===== src/hw/br_defs.svh =====
`ifndef BR_DEFS_SVH
`define BR_DEFS_SVH

// the BTB is indexed by pc bits 9 to 2
`define BTB_IDX_BITS 8
`define BTB_DEPTH    256

// number of entries in the branch issue queue
`define BR_Q_DEPTH   4

// reorder buffer tag that rides along with every operation
`define BR_TAG_BITS  6

`endif


===== src/hw/br_pkg.sv =====
`default_nettype none

`include "br_defs.svh"

package br_pkg;

    typedef enum logic [1:0] {
        op_b_jal  = 2'd0,
        op_b_jalr = 2'd1,
        op_b_br   = 2'd2
    } br_op_e;

    // RV32I funct3 encodings of the conditional branches
    typedef enum logic [2:0] {
        f3_beq  = 3'b000,
        f3_bne  = 3'b001,
        f3_blt  = 3'b100,
        f3_bge  = 3'b101,
        f3_bltu = 3'b110,
        f3_bgeu = 3'b111
    } br_f3_e;

    typedef struct packed {
        br_op_e                     opcode;
        br_f3_e                     funct3;
        logic [`BR_TAG_BITS-1:0]    tag;
        logic [31:0]                pc;
        logic [31:0]                i_imm;
        logic [31:0]                b_imm;
        logic [31:0]                j_imm;
        logic                       bp;         // predicted taken
        logic [31:0]                bp_addr;    // predicted target
    } decode_info_t;

    typedef struct packed {
        decode_info_t   info;
        logic [31:0]    rs1_v;
        logic [31:0]    rs2_v;
    } issue_t;

    typedef struct packed {
        logic [`BR_TAG_BITS-1:0]    tag;
        logic [31:0]                rd_v;
    } result_t;

    typedef struct packed {
        logic           pc_select;
        logic [31:0]    pc_branch;
    } redirect_t;

    typedef struct packed {
        logic                           we;
        logic [`BTB_IDX_BITS-1:0]       idx;
        logic [29-`BTB_IDX_BITS:0]      pc_tag;     // pc bits above the index
        logic [31:0]                    target;
    } btb_wr_t;

endpackage : br_pkg

`default_nettype wire


===== src/hw/fu_br.sv =====
`timescale 1ns/1ps
`default_nettype none

`include "br_defs.svh"

module fu_br
    import br_pkg::*;
(
    input   logic       clk,
    input   logic       rst,
    input   logic       flush,
    input   logic       start,
    input   issue_t     op,
    output  logic       valid,
    output  logic       busy,
    output  result_t    result,
    output  redirect_t  redirect,
    output  btb_wr_t    btb_wr
);

    logic           s1_valid;
    issue_t         s1_op;

    logic           cmp_en;
    logic           s1_taken;
    logic   [31:0]  s1_target;
    logic   [31:0]  s1_rd_v;

    logic           s2_valid;
    decode_info_t   s2_info;
    logic           s2_taken;
    logic   [31:0]  s2_target;
    logic   [31:0]  s2_rd_v;

    always_ff @(posedge clk) begin
        if (rst || flush) begin
            s1_valid <= 1'b0;
            s2_valid <= 1'b0;
        end else begin
            s1_valid <= start;
            s2_valid <= s1_valid;
        end
    end

    always_ff @(posedge clk) begin
        s1_op     <= op;
        s2_info   <= s1_op.info;
        s2_taken  <= s1_taken;
        s2_target <= s1_target;
        s2_rd_v   <= s1_rd_v;
    end

    always_comb begin
        case (s1_op.info.funct3)
            f3_beq:  cmp_en = (s1_op.rs1_v == s1_op.rs2_v);
            f3_bne:  cmp_en = (s1_op.rs1_v != s1_op.rs2_v);
            f3_blt:  cmp_en = (signed'(s1_op.rs1_v) <  signed'(s1_op.rs2_v));
            f3_bge:  cmp_en = (signed'(s1_op.rs1_v) >= signed'(s1_op.rs2_v));
            f3_bltu: cmp_en = (s1_op.rs1_v <  s1_op.rs2_v);
            f3_bgeu: cmp_en = (s1_op.rs1_v >= s1_op.rs2_v);
            default: cmp_en = 1'b0;
        endcase
    end

    always_comb begin
        s1_rd_v   = '0;
        s1_taken  = 1'b0;
        s1_target = '0;
        case (s1_op.info.opcode)
            op_b_jal: begin
                s1_rd_v   = s1_op.info.pc + 32'd4;
                s1_taken  = 1'b1;
                s1_target = s1_op.info.pc + s1_op.info.j_imm;
            end
            op_b_jalr: begin
                s1_rd_v   = s1_op.info.pc + 32'd4;
                s1_taken  = 1'b1;
                s1_target = (s1_op.rs1_v + s1_op.info.i_imm) & ~32'd1;  // bit 0 is dropped
            end
            op_b_br: begin
                s1_taken  = cmp_en;
                s1_target = s1_op.info.pc + s1_op.info.b_imm;
            end
            default: begin
                s1_taken = 1'b0;    // unknown opcode resolves as not taken
            end
        endcase
    end

    assign valid = s2_valid;
    assign busy  = s1_valid | s2_valid;

    always_comb begin
        result.tag  = s2_info.tag;
        result.rd_v = s2_rd_v;
    end

    always_comb begin
        redirect = '0;
        if (s2_valid) begin
            if (s2_info.bp && s2_taken && (s2_info.bp_addr == s2_target)) begin
                redirect.pc_select = 1'b0;  // prediction was right
            end else if (s2_info.bp && !s2_taken) begin
                redirect.pc_select = 1'b1;
                redirect.pc_branch = s2_info.pc + 32'd4;
            end else if (s2_taken) begin
                redirect.pc_select = 1'b1;
                redirect.pc_branch = s2_target;
            end
        end
    end

    // every taken outcome trains the BTB
    always_comb begin
        btb_wr.we     = s2_valid && s2_taken;
        btb_wr.idx    = s2_info.pc[`BTB_IDX_BITS+1:2];
        btb_wr.pc_tag = s2_info.pc[31:`BTB_IDX_BITS+2];
        btb_wr.target = s2_target;
    end

endmodule : fu_br

`default_nettype wire

===== config.mk =====
export PLATFORM = sky130hd
export DESIGN_NAME = fu_br
export DESIGN_NICKNAME = d
export VERILOG_FILES = /design/src/hw/br_pkg.sv /design/src/hw/fu_br.sv
export VERILOG_INCLUDE_DIRS = /design/src /design/src/hw
export SDC_FILE = /design/constraint.sdc
export NUM_CORES = 1
export LEC_CHECK = 0
export BUFFER_PORTS_ARGS = -buffer_cell sky130_fd_sc_hd__buf_2
export CAP_MARGIN = 20
export CORE_ASPECT_RATIO = 0.8
export CORE_MARGIN = 8
export CORE_UTILIZATION = 35
export DETAILED_ROUTE_END_ITERATION = 8
export GPL_TIMING_DRIVEN = 0
export HOLD_SLACK_MARGIN = 0.1
export PLACE_DENSITY_LB_ADDON = 0.3
export SKIP_CTS_REPAIR_TIMING = 1
export SLEW_MARGIN = 20
export SYNTH_ARGS = -nofsm -noshare
export SYNTH_HDL_FRONTEND = slang
export SYNTH_SLANG_ARGS = --single-unit

===== constraint.sdc =====
create_clock -name clk -period 4.5 [get_ports clk]
set_clock_uncertainty 0.15 [all_clocks]
set_input_delay 0.225 -clock clk [delete_from_list [all_inputs] [get_ports clk]]
set_output_delay 0.225 -clock clk [all_outputs]
set_load 0.01 [all_outputs]

# == Yosys cells after proc, flatten, opt, wreduce, memory -nomap -nowiden ==
# Index checks and enable logic that the tools add are counted.
# Widths: inputs -> output; s select.
# totals
word_cells,57
output_inout_bits,136
register_bits,374
in_bits,240
# op_classes
n_lt_le_gt_ge,4
n_reduce_logical,9
n_eq_ne,10
bitwise_logic,1
muxes,8
n_addsub,5
# op_table
cell,count
$mux 33,3
$add 32x32->32,3
$pmux 32 s3,1
$add 32x3->32 const B,2
$eq 32x32->1,2
$ge 32x32->1,2
$lt 32x32->1,2
$mux 32,1
$ne 32x32->1,1
$eq 3x3->1 const B,4
$pmux 1 s6,1
$logic_and 1x1->1,4
$eq 3x1->1 const B,1
$logic_not 3->1,1
$eq 2x1->1 const B,1
$eq 2x2->1 const B,1
$logic_not 2->1,1
$pmux 1 s2,1
$reduce_or 2->1,1
$logic_not 1->1,1
$logic_or 1x1->1,1
$mux 1,1
$or 1x1->1,1

# == Logic depth before layout (Yosys ltp) ==
# depth
depth_word,5
ltp_mapped,18
depth_no_buf,16

# == Worst setup path before layout ==
# Ideal clock, no wire load.
# synth_timing
kind,reg2reg
from,reg s1_op[234] (netlist name)
to,reg s2_target[30]
setup_time_ns,0.134
synth_period_minus_slack_ns,3.760
path_buffers,2
path_stages_with_launch,19
required_time_ns,4.216
arrival_ns,3.476
slack_ns,0.740
cell_sequence,dfxtp_1 > buf_6 > inv_1 > nand2_1 > clkbuf_1 > mux2_2 > ha_1 > inv_1 > fa_1 > nor2b_1 > o2111ai_1 > a21o_4 > a2111oi_4 > o21ai_2 > a31oi_2 > a21oi_2 > o31ai_2 > xnor2_1 > o22ai_1
# synth_between
elab_chain_cells,2
elab_cells_between_ends,4
classes_between,2 x eq/ne; 1 x mux; 1 x reduce/logical
# synth_lines
element,line_no,text
from (decl),fu_br.sv:22,issue_t s1_op;
from (signal assigned),fu_br.sv:46,s1_op <= op;
$eq 2x2->1 (tied with other cells),fu_br.sv:69,case (s1_op.info.opcode)
$pmux 32 s3 (*),fu_br.sv:69,
net s1_target[30],fu_br.sv:26,logic [31:0] s1_target;
to (signal assigned),fu_br.sv:49,s2_target <= s1_target;
to (decl),fu_br.sv:32,logic [31:0] s2_target;
# Mark *: on every way through the listed nets, which the timed path passes. The rest lies on a longest branch.
# A chain may end at the register's enable or synchronous reset.

# == Worst setup path after layout ==
# layout_timing
from,reg s1_op[234] (netlist name)
to,reg s2_target[29]
# Same word-level chain as after synthesis.

==> results.md <==
- Post-detailed-routing wire length: 49900 microns
- GRT Overall Usage: 0.187
- Post-synthesis register bit count: 374
- Unique cell type count in the Yosys netlist: 71
- Clock Root Buffer: clkbuf_16
- Maximum operating frequency: 0.230 GHz
- Fillers: 3476
- Input/output buffers: 375
- Vias: 11956
- Full die area: 47100 sq um
- Overall die width: 241 microns
- Number of clock sinks: 374
- Switching share of power: 0.268
- Number of nets in the final layout: 2313
- First-pass GRT wire length: 67300 microns
- Final critical-path required period: 4.36 ns
- Result of the run: completed
- Core utilization of the finished layout: 0.517
- Count of pins over their slew limit: 0
- Total number of H-tree levels: 2
- Largest cells by area after synthesis: dfxtp_1, ha_1, xor2_1
- GPL Wtd Cong: 0.895
- Via count of the first global-routing pass: 11606
- Gate power share: 0.159
- Total overflow reported by the global router: 0
- Setup TNS Final: 0 ns
- Class of the tightest hold or removal check: in2reg
- Async set-or-reset flop fraction in the synthesized netlist: 0
- Die height: 196 microns
- Placement Rows: 65
- # setup viols final: 0
- Clock edge transition at the registers on the reported setup and hold paths: 0.06 ns
- Post-detailed-route via-to-cell ratio: 4.71
- Clk_lat worst skew: 0.56 ns
- Pin count of the biggest net entering global routing: 15
- Crit end category: flop
- Worst-Margin Slew: 0.957 ns
- Fraction of final layout cells with drive strength greater than 1: 0.272
- Peak ir drop on the vdd network: 0.398 mV
- Maximum net fanout on the critical path: 10
- Smallest hold slack: 0.145 ns
- Sequential cell area: 7490 sq um
- Warning count from the yosys run: 0
- Mapped cell area: 14100 sq um
- DRC errors left: 0
- Half-perimeter wire length of the detailed placement result: 38000 microns
- Post-Synthesis Cells: 1315
- Io pins: 376
- Leakage component of the power: 9.36 nW
- Cell type with the largest total area after synthesis: dfxtp_1
- Share of the synthesized area in the top cell type: 0.530
- Maximum root-to-sink buffer count: 3
- Multi-input combinational cell area: 6080 sq um
- Starting utilization of the core area: 0.356
- Area delta synth->final: 45.2%
- Crit Path Category: reg2reg
- Wirelength per Cell: 19.7 microns
- EDFF count, synth: 0
- Crit start category: flop
- Initial antenna violation count: 3
- DRT Pass-1 Iters: 5
- Worst path arrival time: 4.64 ns
- TritonCTS clock tree: done
- Post-route antenna net violation count: 0
- Post-synth top flop: dfxtp_1
- Final Cell Area: 20500 sq um
- MaxCap Viol Count: 0
- First DRT Iteration DRCs: 463
- Power per cell area: 414 nW/um^2
- Switching Power: 2.28 mW
- TritonCTS buffer count: 39
- Post-synthesis net count: 1652
- Placed standard-cell area: 16700 sq um
- Mean instance size in the synthesized netlist: 10.7 sq um
- Setup repair after global routing missed its margin: yes
- Post-route fraction of the period consumed by the critical path: 0.968
- Slew margin rel.: 0.357
- Placeable core region: 39600 sq um
- Final Hold Viols: 0
- Data required time at the worst endpoint: 4.78 ns
- Proportion of power drawn by the clock network: 0.397
- Flop pwr share: 0.444
- Sequential area share after synthesis: 0.530
- Internal power: 6.21 mW
critical path, cell delays in order (launching register included):
cell	delay [ns]
dfxtp_1	0.34
buf_6	0.15
clkinvlp_4	0.17
nand2_2	0.18
clkbuf_4	0.28
mux2_2	0.40
ha_1	0.38
a21oi_2	0.17
o21ai_1	0.13
or4_4	0.50
nor3_2	0.21
o31ai_2	0.17
a311oi_2	0.34
o21bai_1	0.10
a21o_1	0.20
xnor2_1	0.13
o22ai_1	0.24
cell families after synthesis:
kind of cell | share of synthesized area
buffers and inverters | 0.0409
xor gates and xnor gates | 0.0875
adders and majority gates | 0.0870
DFF | 0.530
AOI/OAI and AO/OA | 0.120
muxes | 0.0276
and+or+nand+nor | 0.106
cell type report:
class                   instances  share of cell area
flip-flops and latches        374               0.365
well taps                     536              0.0327
multi-input cells             830               0.297
clock buffers                  51              0.0528
plain buffers                  59              0.0192
inverters                      52             0.00971
diodes                          1            0.000122
clock inverters                17              0.0128
repair buffers                620               0.211
per-stage QoR:
stage,cells,total power [mW],setup WS (ns)
after floorplan,1315,4.45,0.740
after global placement,2226,4.98,-0.511
after detailed placement,2226,5.00,-0.542
after CTS,2294,8.38,-0.579
after global routing,2539,8.84,-0.112
final,2540,8.49,0.143
cell usage after synthesis, types with 4 or more instances:
cell type  instances
xnor2_1           57
a22oi_1           21
nand2b_1          13
a21o_1            28
o21ai_1            4
nand4_1           25
a31oi_1            5
clkbuf_1          17
nor3b_1            5
mux2_2            31
a21oi_1           64
o21ai_0           52
nand2_1           66
and3_1            10
o21bai_1           6
nor4_1            11
or3_1              5
a21oi_2            4
nor2b_1           13
inv_1             52
nand3_1           41
a211oi_1           5
dfxtp_1          374
buf_4             36
o22ai_1           25
mux2i_1            4
o21a_1             5
o31ai_1            4
xor2_1            84
nor2_1            80
nor3_1            10
ha_1              95
o211ai_1           4
routing by layer:
metal,vias up,GRT usage,part of all wire
met1,5595,0.246,0.45
met4,2,0.0521,0.022
met2,400,0.300,0.46
met5,-,0,0.00036
li1,5881,-,-
met3,78,0.0478,0.073
worst paths after layout:
check | start | endpoint | slack (ns) | depth (start not counted)
worst max register to register | s1_op[234]$_DFF_P_ | s2_target[29]$_DFF_P_ | 0.14 | 16
worst min-delay path | op[14] | s1_op[14]$_DFF_P_ | 0.14 | 2
worst min register to register | s1_op[85]$_DFF_P_ | s2_info[21]$_DFF_P_ | 0.18 | 0
worst max-delay path | s1_op[234]$_DFF_P_ | s2_target[29]$_DFF_P_ | 0.14 | 16
power by group through the flow:
stage	clock network (mW)	logic [mW]	registers (mW)
finish	3.37	1.35	3.77
CTS	3.44	1.17	3.76
global placement	0	1.15	3.83
detailed placement	0	1.17	3.83
global route	3.58	1.48	3.78
floorplan	0	0.693	3.75
flip-flops by register name, summed over array words and instances, names as in the netlist:
register   count
s2_rd_v       32
valid          1
result         6
s2_target     32
s1_op        236
s2_taken       1
s1_valid       1
btb_wr        30
s2_info       35
layout by cell type, fill, tap and decap left out, types with 39 or more instances in the layout:
cell type and instances:
dfxtp_1 374, o21ai_0 52, dlygate4sd3_1 240, nand2_1 65, a21oi_1 64, ha_1 95
xnor2_1 57, xor2_1 84, inv_1 51, nor2_1 80, clkbuf_16 39, buf_2 375
buf_4 41, nand3_1 41
Power figures use the tool's default switching activity.
