[src/hw/br_defs.svh]
`ifndef BR_DEFS_SVH
`define BR_DEFS_SVH

// the BTB is indexed by pc bits 9 to 2
`define BTB_IDX_BITS 8
`define BTB_DEPTH    256

// number of entries in the branch issue queue
`define BR_Q_DEPTH   4

// reorder buffer tag that rides along with every operation
`define BR_TAG_BITS  6

`endif

[src/hw/br_pkg.sv]
`default_nettype none

`include "br_defs.svh"

package br_pkg;

    typedef enum logic [1:0] {
        op_b_jal  = 2'd0,
        op_b_jalr = 2'd1,
        op_b_br   = 2'd2
    } br_op_e;

    // RV32I funct3 encodings of the conditional branches
    typedef enum logic [2:0] {
        f3_beq  = 3'b000,
        f3_bne  = 3'b001,
        f3_blt  = 3'b100,
        f3_bge  = 3'b101,
        f3_bltu = 3'b110,
        f3_bgeu = 3'b111
    } br_f3_e;

    typedef struct packed {
        br_op_e                     opcode;
        br_f3_e                     funct3;
        logic [`BR_TAG_BITS-1:0]    tag;
        logic [31:0]                pc;
        logic [31:0]                i_imm;
        logic [31:0]                b_imm;
        logic [31:0]                j_imm;
        logic                       bp;         // predicted taken
        logic [31:0]                bp_addr;    // predicted target
    } decode_info_t;

    typedef struct packed {
        decode_info_t   info;
        logic [31:0]    rs1_v;
        logic [31:0]    rs2_v;
    } issue_t;

    typedef struct packed {
        logic [`BR_TAG_BITS-1:0]    tag;
        logic [31:0]                rd_v;
    } result_t;

    typedef struct packed {
        logic           pc_select;
        logic [31:0]    pc_branch;
    } redirect_t;

    typedef struct packed {
        logic                           we;
        logic [`BTB_IDX_BITS-1:0]       idx;
        logic [29-`BTB_IDX_BITS:0]      pc_tag;     // pc bits above the index
        logic [31:0]                    target;
    } btb_wr_t;

endpackage : br_pkg

`default_nettype wire

[src/hw/br_issue_queue.sv]
`timescale 1ns/1ps
`default_nettype none

`include "br_defs.svh"

module br_issue_queue
    import br_pkg::*;
(
    input   logic       clk,
    input   logic       rst,
    input   logic       flush,
    input   logic       issue_valid,
    input   issue_t     issue,
    output  logic       issue_ready,
    output  logic       start,
    output  issue_t     head
);

    localparam int PTR_BITS = $clog2(`BR_Q_DEPTH);

    issue_t                 mem [`BR_Q_DEPTH];
    logic   [PTR_BITS-1:0]  wr_ptr;
    logic   [PTR_BITS-1:0]  rd_ptr;
    logic   [PTR_BITS:0]    count;
    logic                   push;
    logic                   pop;

    assign issue_ready = (count != (PTR_BITS+1)'(`BR_Q_DEPTH));
    assign push = issue_valid && issue_ready;
    assign pop  = (count != '0);    // the unit never stalls, so drain every cycle

    always_ff @(posedge clk) begin
        if (rst || flush) begin
            wr_ptr <= '0;
            rd_ptr <= '0;
            count  <= '0;
            start  <= 1'b0;
        end else begin
            if (push) begin
                wr_ptr <= (wr_ptr == PTR_BITS'(`BR_Q_DEPTH - 1)) ? '0 : wr_ptr + 1'b1;
            end
            if (pop) begin
                rd_ptr <= (rd_ptr == PTR_BITS'(`BR_Q_DEPTH - 1)) ? '0 : rd_ptr + 1'b1;
            end
            start <= pop;

            case ({push, pop})
                2'b10:   count <= count + 1'b1;
                2'b01:   count <= count - 1'b1;
                default: count <= count;
            endcase
        end
    end

    always_ff @(posedge clk) begin
        if (push) begin
            mem[wr_ptr] <= issue;
        end
        if (pop) begin
            head <= mem[rd_ptr];    // only meaningful while start is high
        end
    end

endmodule : br_issue_queue

`default_nettype wire

[config.mk]
export PLATFORM = sky130hd
export DESIGN_NAME = br_issue_queue
export DESIGN_NICKNAME = d
export VERILOG_FILES = /design/src/hw/br_pkg.sv /design/src/hw/br_issue_queue.sv
export VERILOG_INCLUDE_DIRS = /design/src /design/src/hw
export SDC_FILE = /design/constraint.sdc
export NUM_CORES = 1
export LEC_CHECK = 0
export CAP_MARGIN = 20
export CORE_ASPECT_RATIO = 0.8
export CORE_MARGIN = 10
export CORE_UTILIZATION = 45
export CTS_CLUSTER_DIAMETER = 80
export CTS_CLUSTER_SIZE = 14
export DETAILED_ROUTE_END_ITERATION = 6
export DONT_BUFFER_PORTS = 1
export PLACE_DENSITY = 0.67
export SLEW_MARGIN = 20
export SYNTH_ARGS = -nofsm -noshare
export SYNTH_HDL_FRONTEND = slang
export SYNTH_SLANG_ARGS = --single-unit
[constraint.sdc]
create_clock -name clk -period 10.28 [get_ports clk]
set_input_delay 1.542 -clock clk [delete_from_list [all_inputs] [get_ports clk]]
set_output_delay 1.542 -clock clk [all_outputs]
set_load 0.05 [all_outputs]
* Yosys cells after proc, flatten, opt, wreduce, memory -nomap -nowiden
Memory sizes are Yosys's and may differ from the RTL's. A register that Yosys moved wholly into a read port is not among the register bits.
Index checks and enable logic that the tools add are counted.
** Word-level totals
- Flip-flop bits (word level) :: 8
- Bits in writable memories :: 944
- Output and inout bits :: 238
- Memories kept :: 1
** Cells by class
- $add $sub $neg :: 4
- Equal/unequal tests :: 5
- Multiplexer cells :: 5
- Reductions and logical operators :: 4
** Memory list
- mem :: words 4, bits a word 236, read ports 1, clocked after memory_dff 1, wr ports 1, RTL line br_issue_queue.sv:21 : issue_t mem [`BR_Q_DEPTH];
** Operator list (number)
- equality test 2 bit (second input constant) :: 3
- case mux 3 bit (2 select lines) :: 1
- adder 2 x 1 -> 2 bit (second input constant) :: 2
- 2-to-1 mux 2 bit :: 2
- adder 3 x 1 -> 3 bit (second input constant) :: 1
- inequality test 3 bit (second input constant) :: 1
- nonzero test 3 bit :: 1
- subtractor 3 x 1 -> 3 bit (second input constant) :: 1
- equality test 2 x 1 -> 1 bit (second input constant) :: 1
- 2-to-1 mux 1 bit :: 2
- nonzero test 2 bit :: 1
- logical AND 1 bit :: 1
- logical OR 1 bit :: 1

* Longest topological paths before layout
Gate-level depths: netlist of the first run.
- Word-level depth :: 4
- Gate-level depth with buffers :: 6

* Worst setup path before layout of the first run
Ideal clock, no wire load.
- Kind :: input port to flip-flop
- Start point :: input issue_valid
- End point :: memory mem[0][0] (netlist bit), enable pin
- Library setup time :: 0.628 ns
- Arrival time :: 7.249 ns
- Data required time :: 9.652 ns
- Slack :: 2.403 ns
- Cell stages on the path :: 2
- Path buffers :: 1
- Cell sequence :: clkbuf_1 > and3_1
** On the way
- Longest elaborated chain between the ends :: 3
** RTL lines
- start, declared :: RTL line br_issue_queue.sv:12 : input logic issue_valid,
- logical AND 1 bit :: RTL line br_issue_queue.sv:29 : assign push = issue_valid && issue_ready;
- 2-to-1 mux 1 bit :: RTL line br_issue_queue.sv:56 : if (push) begin
- 2-to-1 mux 1 bit (not written as such) :: RTL line br_issue_queue.sv:57 : mem[wr_ptr] <= issue;
- end, declared :: RTL line br_issue_queue.sv:21
No other way between the ends.

* Worst setup path in the final report of the first run
- Start point :: register count[0]
- End point :: memory mem[2][87] (netlist bit), enable pin
** On the way
- Longest elaborated chain between the ends :: 4
** RTL lines
- start, declared :: RTL line br_issue_queue.sv:24 : logic [PTR_BITS:0] count;
- start signal, assigned :: RTL line br_issue_queue.sv:48 : 2'b10: count <= count + 1'b1;
- start signal, assigned :: RTL line br_issue_queue.sv:49 : 2'b01: count <= count - 1'b1;
- start signal, assigned :: RTL line br_issue_queue.sv:50 : default: count <= count;
- inequality test 3 bit :: RTL line br_issue_queue.sv:28 : assign issue_ready = (count != (PTR_BITS+1)'(`BR_Q_DEPTH));
- net issue_ready :: RTL line br_issue_queue.sv:14 : output logic issue_ready,
- logical AND 1 bit :: RTL line br_issue_queue.sv:29
- 2-to-1 mux 1 bit :: RTL line br_issue_queue.sv:56
- 2-to-1 mux 1 bit (not written as such) :: RTL line br_issue_queue.sv:57
The timed path passes the listed nets, and every way through them passes these cells.

==> results of run 1 <==
==> through the flow <==
step	instances	worst slack, ps	util [%]	power, mW
2_1_floorplan	1523	2400	-	6.23
3_3_place_gp	2698	5710	46.9	6.31
3_5_place_dp	2698	5700	46.9	6.33
4_1_cts	2814	5980	49.8	9.57
5_1_grt	2814	5740	49.8	9.78
6_report	2814	6020	49.8	9.46
==> flip-flops by register name (all words and copies together) (netlist names) <==
| signal | cells |
|---|---|
| count | 3 |
| head | 236 |
| mem | 944 |
| wr_ptr | 2 |
| start | 1 |
| rd_ptr | 2 |
==> logic make-up after synthesis <==
kind of cell             Yosys count  synth area share, %
flip-flops                      1188                 85.4
AO/OA/AOI/OAI                     14                0.255
multiplexers                     236                 12.8
adder cells (fa/ha/maj)            6                0.198
buffers and inverters             62                 1.14
AND/OR/NAND/NOR                   17                0.222
==> final cells by class <==
cell class | instances | area [µm²] | share of cell area [%]
clock buffer | 109 | 2490 | 5.47
clock inverter | 7 | 96.3 | 0.212
inverter | 6 | 30.0 | 0.0659
multi-input combinational | 273 | 5620 | 12.3
sequential | 1188 | 35600 | 78.2
tap | 1212 | 1520 | 3.33
timing repair buffer | 19 | 193 | 0.423
==> synthesized netlist by cell type, types with 2 or more instances <==
cell      count
inv_1         5
clkbuf_1      4
nand2_1       4
ha_1          5
buf_6        26
o21ai_1       2
and3_1        4
dfxtp_1       8
buf_2        24
edfxtp_1   1180
mux4_2      236
a21oi_1       4
nor2_1        4
or3_1         2
a211oi_2      2
a41o_1        2
==> worst max-delay path, cell delays in order, from the launching register on <==
cell	delay [ps]
dfxtp_1	460
or3b_1	670
and3_4	820
buf_4	790
buf_4	840
==> power groups by stage <==
stage               logic [mW]  registers [mW]  clock network, mW
global route             0.319            5.93               3.52
global placement         0.295            6.02                  0
floorplan                0.229            6.00                  0
CTS                      0.304            5.93               3.34
detailed placement       0.302            6.03                  0
finish                   0.292            5.92               3.25
==> metal layers <==
| metal | up-vias | part of all wire (%) | routed length (µm) |
|---|---|---|---|
| met5 | - | 0 | 0 |
| met4 | 0 | 2.2 | 1820 |
| met3 | 113 | 11 | 9270 |
| met2 | 544 | 49 | 39500 |
| met1 | 8358 | 38 | 30600 |
| li1 | 6615 | - | - |
==> worst paths after layout <==
| check | cells past startpoint | slack (ps) | end | from |
|---|---|---|---|---|
| setup / recovery | 4 | 6020 | mem[2][87] | count[0] |
| hold / removal | 2 | 570 | count[2] | count[2] |
| setup reg to reg | 4 | 6020 | mem[2][87] | count[0] |
| hold reg to reg | 2 | 570 | count[2] | count[2] |
==> results.py, run 1 <==
metrics = {
    "clock_tree": {
        "path_clk_slew_ps": 60,
        "clockBufferDepth": 3,
        "clock-sinks": 1188,
        "htree_levels": 3,
        "root_buffer": "clkbuf_16",
        "numCtsBuffers": 95,
        "clk_latency_ps": 650,
        "hold_buffers": 0,
        "cts_resized": 0,
        "postCtsSetupRepairBufs": 0,
        "cts_tree": "done",
    },
    "power_and_ir_drop": {
        "seqPwrFrac_pct": 62.6,
        "powerDensity_nw_per_um2": 208,
        "combPwrFrac_pct": 3.1,
        "p_leak_nw": 13.6,
        "switching_power_mw": 2.06,
        "swShare_pct": 21.8,
        "power_frac_clock_pct": 34.3,
        "p_int_mw": 7.40,
        "ir_drop_uv": 175,
    },
    "drt": {
        "drt_iter0_drc": 1348,
        "first_pass_iters": 4,
        "vias_per_cell": 5.55,
        "remaining_drc_errors": 0,
        "antenna_left": 0,
        "wl_mm": 81.2,
        "vias": 15600,
        "wl_per_cell_um": 28.9,
    },
    "timing": {
        "layout_min_cycle_time_ps": 4260,
        "finalSetupViolCount": 0,
        "tightest_slew_ps": 1130,
        "holdWs_ps": 569,
        "rsz0062_at_grt": "false",
        "clock.fmax_mhz": 235,
        "clock_skew_ps": 16.6,
        "fin_crit_sh_pct": 41.4,
        "report.final.slew_viol_count": 0,
        "tns_ps": 0,
        "final_hold_viol_count": 0,
        "slew_headroom_pct": 24.8,
    },
    "logic_synthesis": {
        "async_flop_share_pct": 0,
        "synth_top_area_share_pct": 85.0,
        "syn_area_um2": 41700,
        "syn-instance-count": 1523,
        "yosysUniqueCellTypes": 27,
        "synth_flop_cell": "edfxtp_1",
        "syn_area_per_cell_um2": 27.4,
        "synth-seq-area-share_pct": 85.4,
        "synth_nets": 1769,
        "ys_ff_latch": 1188,
        "synth.area.top_cells": "edfxtp_1 (85%), mux4_2 (13%), buf_6 (0.70%)",
        "yosysWarnings": 0,
        "synth_largest_area_cell": "edfxtp_1",
        "synth_edf_count": 1180,
    },
    "grt": {
        "top_usage_layer": "met2",
        "track_usage_pct": 15.2,
        "overflow": 0,
        "met2_usage_pct": 24.2,
        "grt_pass1_vias": 16900,
        "grt_antenna_before_repair": 0,
        "grt_pass1_wl_mm": 119,
        "met1_usage_pct": 18.5,
        "grt_max_degree": 130,
        "use_met3_pct": 7.29,
    },
    "worst_setup_path": {
        "start_kind": "flop",
        "criticalPathCategory": "reg2reg",
        "endpoint_kind": "flop",
        "crit_required_ps": 10540,
        "path_max_fanout": 62,
        "timing.critical_path.arrival_ps": 4520,
    },
    "floorplan": {
        "die_w_um": 360,
        "dieArea_um2": 105000,
        "die_y_um": 292,
        "row_count": 99,
        "core_region_area_um2": 91500,
        "start_util_pct": 45.5,
        "boundaryPins": 478,
    },
    "cells_and_area": {
        "nNetsFinal": 1829,
        "num_antenna_cells": 0,
        "stdcell_area_um2": 45500,
        "layout_common_cells": "edfxtp_1 (1180), mux4_2 (236), clkbuf_16 (98), buf_4 (15), clkbuf_1 (11)",
        "syn2layout_area_growth_pct": 9.32,
        "nFillCells": 6936,
        "drive_gt1_share_pct": 23.0,
        "final_common_cell": "edfxtp_1",
    },
    "placement": {
        "placed_area_um2": 43000,
        "gp_congestion": 0.727,
        "portBuffers": 0,
        "dp_hpwl_mm": 49.1,
    },
    "flow_run": {
        "maxCapViolCount": 0,
    },
    "hold_path": {
        "hold_class": "reg2reg",
    },
    "outcome": {
        "status": "finished, final reports clean",
    },
}
(Power assumes the default switching activity.)
==> run 2, diff against run 1 <==
--- a/config.mk
+++ b/config.mk
@@ -14,7 +14,7 @@
 export CTS_CLUSTER_SIZE = 14
 export DETAILED_ROUTE_END_ITERATION = 6
 export DONT_BUFFER_PORTS = 1
-export PLACE_DENSITY = 0.67
+export PLACE_DENSITY = 0.69
 export SLEW_MARGIN = 20
 export SYNTH_ARGS = -nofsm -noshare
 export SYNTH_HDL_FRONTEND = slang
==> constraint.sdc (replaced) <==
create_clock -name clk -period 3.5 [get_ports clk]
set_input_delay 0.525 -clock clk [delete_from_list [all_inputs] [get_ports clk]]
set_output_delay 0.525 -clock clk [all_outputs]
set_load 0.05 [all_outputs]
==> results.py, run 2 (synthesis gave the netlist of run 1 again) <==
metrics = {
    "grt": {
        "grt_pass1_vias": 18500,
        "grt_max_degree": 95,
        "overflow": 0,
        "grt_antenna_before_repair": 14,
        "grt_pass1_wl_mm": 127,
        "track_usage_pct": 16.1,
    },
    "clock_tree": {
        "numCtsBuffers": 95,
        "root_buffer": "clkbuf_16",
        "htree_levels": 3,
        "clk_latency_ps": 660,
        "clock-sinks": 1188,
        "clockBufferDepth": 3,
        "cts_resized": 0,
        "cts_tree": "done",
        "path_clk_slew_ps": 60,
        "postCtsSetupRepairBufs": 0,
    },
    "power_and_ir_drop": {
        "p_total_mw": 28.2,
        "powerDensity_nw_per_um2": 578,
        "p_leak_nw": 15.0,
        "ir_drop_uv": 432,
    },
    "placement": {
        "gp_congestion": 0.776,
        "placed_area_um2": 43800,
        "dp_hpwl_mm": 53.8,
        "portBuffers": 0,
    },
    "cells_and_area": {
        "layout_common_cells": "edfxtp_1 (1180), dlygate4sd3_1 (237), mux4_2 (236), clkbuf_16 (96), buf_4 (49)",
        "final_common_cell": "edfxtp_1",
        "largest_register": "mem",
        "reg_top3": "mem x944, head x236, count x3",
        "syn2layout_area_growth_pct": 17.1,
        "largest_register_ffs": 944,
        "drive_gt1_share_pct": 22.5,
        "nFillCells": 6617,
        "nNetsFinal": 2129,
        "stdcell_area_um2": 48800,
    },
    "worst_setup_path": {
        "slowest_stage": "and3_4",
        "reg2regPathDepth": 3,
        "timing.critical_path.arrival_ps": 3090,
        "r2r-start": "count[0]",
        "start_kind": "flop",
        "crit_required_ps": 3820,
        "path_max_fanout": 27,
        "path_cells": "or3b_1, and3_4, buf_4",
        "criticalPathCategory": "reg2reg",
        "worst_path_largest_cell_delay_ps": 770,
        "critPathLaunch": "count[0]",
        "endpoint_kind": "flop",
    },
    "floorplan": {
        "start_util_pct": 45.5,
        "die_y_um": 292,
        "die_w_um": 360,
        "core_region_area_um2": 91500,
        "dieArea_um2": 105000,
        "boundaryPins": 478,
        "row_count": 99,
    },
    "drt": {
        "antenna_left": 0,
        "vias": 17100,
        "first_pass_iters": 7,
        "remaining_drc_errors": 0,
        "wl_per_cell_um": 27.1,
        "wl_mm": 85.0,
        "drt_iter0_drc": 1655,
        "vias_per_cell": 5.46,
    },
    "outcome": {
        "status": "finished, final reports clean",
    },
    "timing": {
        "clock.fmax_mhz": 361,
        "slew_headroom_pct": 43.9,
        "finalSetupViolCount": 0,
        "clock_skew_ps": 33.3,
        "rsz0062_at_grt": "false",
        "fin_crit_sh_pct": 79.2,
        "layout_min_cycle_time_ps": 2770,
        "tightest_slew_ps": 841,
        "tns_ps": 0,
        "final_hold_viol_count": 0,
        "report.final.slew_viol_count": 0,
    },
    "hold_path": {
        "min_from": "issue_valid",
        "whs_path_depth": 2,
        "hold_class": "in2reg",
    },
    "flow_run": {
        "maxCapViolCount": 0,
    },
}
[run 2: cell count changes in the layout (fill, tap and decap cells not counted)]
cell           before  now
buf_4              15   49
clkinv_16           0    1
inv_6               1    2
clkbuf_16          98   96
inv_8               1    0
clkinvlp_4          1    0
clkinv_1            1    0
dlygate4sd3_1       0  237
clkbuf_1           11   20
buf_12              4   33
diode_2             0   10
[run 2: worst paths after layout]
path,end,slack (ps)
min reg2reg,count[2],530
min,count[0],60
max,mem[1][60],730
max reg2reg,mem[1][60],730
[run 2: critical path: cells and delay by family, from the launching register on]
kind | cells | cell delay [ps]
buf+inv | 1 | 420
flops | 1 | 450
simple gates | 2 | 1470
[run 2: through the flow]
step / setup WS [ps] / hold WS (ps) / util, % / cells
2_1_floorplan: -656 / 487 / - / 1523
3_3_place_gp: 742 / 536 / 47.8 / 2761
3_5_place_dp: 703 / 519 / 47.8 / 2761
4_1_cts: 682 / 3.75 / 53.3 / 3120
5_1_grt: 624 / 28.5 / 53.3 / 3127
6_report: 727 / 57.4 / 53.3 / 3130
[run 2: where the power goes]
group          internal (mW)  leakage (nW)  switching (mW)  total [mW]
clock                   4.97          1.26            4.57        9.53
combinational          0.603          2.85           0.690        1.29
sequential              16.3          10.9            1.03        17.4
total                   21.9          15.0            6.28        28.2
[run 2: what timing repair did]
item,CTS,global route
setup endpoints to repair,0,0
endpoints found under the hold margin,947,0
hold buffers,237,0
[run 2: layout make-up]
class                           count  area [µm²]  share of cell area [%]
Sequential cell                  1188       35600                    73.0
Multi-Input combinational cell    273        5620                    11.5
Timing Repair Buffer              319        3400                    6.97
Clock buffer                      116        2480                    5.08
Tap cell                         1212        1520                    3.11
Clock inverter                      6         108                   0.221
Inverter                            6        35.0                  0.0718
Antenna cell                       10        25.0                  0.0513
[run 2: layer usage]
layer  wire length [µm]  GRT usage [%]  vias to the layer above
li1                   -              -                     7256
met1              32600           20.5                     9011
met2              42800           26.5                      681
met3               7540           5.24                      131
met4               1940           4.30                       12
met5                 64              0                        -
==> run 3, diff against run 2 <==
--- a/config.mk
+++ b/config.mk
@@ -14,7 +14,7 @@
 export CTS_CLUSTER_SIZE = 14
 export DETAILED_ROUTE_END_ITERATION = 6
 export DONT_BUFFER_PORTS = 1
-export PLACE_DENSITY = 0.69
+export PLACE_DENSITY = 0.67
 export SLEW_MARGIN = 20
 export SYNTH_ARGS = -nofsm -noshare
 export SYNTH_HDL_FRONTEND = slang
==> constraint.sdc (replaced) <==
create_clock -name clk -period 2.71 [get_ports clk]
set_input_delay 0.4065 -clock clk [delete_from_list [all_inputs] [get_ports clk]]
set_output_delay 0.4065 -clock clk [all_outputs]
set_load 0.05 [all_outputs]
==> results.py, run 3 (synthesis gave the netlist of run 1 again) <==
metrics = {
    "power_and_ir_drop": {
        "p_leak_nw": 15.1,
        "ir_drop_uv": 614,
        "swShare_pct": 22.2,
        "p_total_mw": 36.6,
        "p_int_mw": 28.4,
        "seqPwrFrac_pct": 61.3,
        "powerDensity_nw_per_um2": 747,
        "switching_power_mw": 8.13,
        "power_frac_clock_pct": 34.1,
        "combPwrFrac_pct": 4.5,
    },
    "worst_setup_path": {
        "path_delay_family": "simple AND/OR/NAND/NOR gates",
        "crit_top_cell": "buf_12",
        "path_cells": "or3b_4, and3_4, buf_12, buf_12",
        "criticalPathCategory": "reg2reg",
        "timing.critical_path.arrival_ps": 2440,
        "critPathLaunch": "count[2]",
        "worst_path_largest_cell_delay_ps": 440,
        "ff2ff_setup_slack_ps": 610,
        "reg2reg_to": "mem[1][122]",
        "endpoint_kind": "flop",
        "r2r-start": "count[2]",
        "slowest_stage": "and3_4",
        "reg2regPathDepth": 4,
        "cp_num_buf_inv": 2,
        "start_kind": "flop",
        "path_max_fanout": 25,
        "crit_required_ps": 3050,
    },
    "cells_and_area": {
        "final_common_cell": "edfxtp_1",
        "largest_register_ffs": 944,
        "largest_register": "mem",
        "layout_common_cells": "edfxtp_1 (1180), dlygate4sd3_1 (239), mux4_2 (236), clkbuf_16 (97), buf_4 (46)",
        "nFillCells": 6622,
        "syn2layout_area_growth_pct": 17.5,
        "drive_gt1_share_pct": 23.1,
        "nNetsFinal": 2135,
        "reg_top3": "mem x944, head x236, count x3",
        "fin_cells": 3127,
    },
    "drt": {
        "drt_iter0_drc": 1539,
        "wl_mm": 83.9,
        "remaining_drc_errors": 0,
        "antenna_left": 0,
        "vias_per_cell": 5.49,
        "vias": 17200,
        "wl_per_cell_um": 26.8,
        "first_pass_iters": 5,
    },
    "timing": {
        "rsz0062_at_grt": "false",
        "clock.fmax_mhz": 477,
        "tns_ps": 0,
        "report.final.slew_viol_count": 0,
        "tightest_slew_ps": 792,
        "holdWs_ps": 89.2,
        "final_hold_viol_count": 0,
        "fin_crit_sh_pct": 77.4,
        "clock_skew_ps": 34.7,
        "layout_min_cycle_time_ps": 2100,
        "slew_headroom_pct": 47.3,
        "finalSetupViolCount": 0,
        "worst_slack_ps": 612,
    },
    "hold_path": {
        "min_from": "issue_valid",
        "whs_path_depth": 2,
        "hold_class": "in2reg",
        "worstHoldEndpoint": "count[1]",
    },
    "floorplan": {
        "start_util_pct": 45.5,
        "row_count": 99,
        "die_y_um": 292,
        "core_region_area_um2": 91500,
        "die_w_um": 360,
        "boundaryPins": 478,
        "dieArea_um2": 105000,
    },
    "clock_tree": {
        "hold_buffers": 239,
        "clockBufferDepth": 3,
        "clock-sinks": 1188,
        "htree_levels": 3,
        "cts_resized": 0,
        "clk_latency_ps": 660,
        "postCtsSetupRepairBufs": 0,
        "cts_tree": "done",
        "root_buffer": "clkbuf_16",
        "path_clk_slew_ps": 60,
        "numCtsBuffers": 96,
    },
    "grt": {
        "grt_pass1_vias": 18400,
        "grt_max_degree": 93,
        "grt_pass1_wl_mm": 125,
        "overflow": 0,
        "grt_antenna_before_repair": 11,
        "track_usage_pct": 15.8,
    },
    "flow_run": {
        "maxCapViolCount": 0,
    },
    "placement": {
        "dp_hpwl_mm": 53.9,
        "gp_congestion": 0.769,
        "dp_slack_ps": 614,
        "portBuffers": 0,
        "place_inst": 2764,
    },
    "outcome": {
        "status": "finished, final reports clean",
    },
}
[run 3: cell type report]
| type | instances | area [µm²] | share of cell area [%] |
|---|---|---|---|
| Antenna cell | 5 | 12.5 | 0.0256 |
| Clock inverter | 11 | 190 | 0.388 |
| Inverter | 6 | 35.0 | 0.0715 |
| Clock buffer | 108 | 2470 | 5.04 |
| Multi-Input combinational cell | 273 | 5620 | 11.5 |
| Timing Repair Buffer | 324 | 3520 | 7.19 |
| Sequential cell | 1188 | 35600 | 72.7 |
| Tap cell | 1212 | 1520 | 3.10 |
[run 3: worst max-delay path by stage]
stage                              to  slack [ps]  cells past startpoint
after floorplan             mem[0][0]        -160                      3
after global placement     mem[2][50]         630                      4
after detailed placement   mem[2][90]         610                      4
after CTS                  mem[2][89]         580                      4
after global routing       mem[2][47]         530                      4
final                     mem[1][122]         610                      4
[run 3: worst reg2reg max path, cell delays in order, from the launching register on]
cell and delay, ps:
dfxtp_2 340, or3b_4 430, and3_4 450, buf_12 300
buf_12 260
[run 3: layer usage]
layer | track usage, % | up-vias | share of wire (%)
met5 | 0 | - | 0.082
met4 | 3.81 | 12 | 1.9
met3 | 5.18 | 134 | 8.6
met2 | 25.7 | 629 | 50
met1 | 20.5 | 9137 | 40
li1 | - | 7257 | -
[run 3: power groups by stage]
stage / registers, mW / clock network (mW) / logic [mW]
3_5_place_dp: 22.8 / 0 / 1.24
4_1_cts: 22.4 / 12.8 / 1.70
2_1_floorplan: 22.7 / 0 / 0.875
6_report: 22.4 / 12.5 / 1.66
5_1_grt: 22.5 / 13.5 / 1.80
3_3_place_gp: 22.8 / 0 / 1.21
[run 3: through the flow]
| stage | instance area (µm²) | util (%) |
|---|---|---|
| CTS | 49000 | 53.5 |
| global route | 49000 | 53.5 |
| global placement | 43900 | 48.0 |
| finish | 49000 | 53.5 |
| floorplan | 41700 | - |
| detailed placement | 43900 | 48.0 |
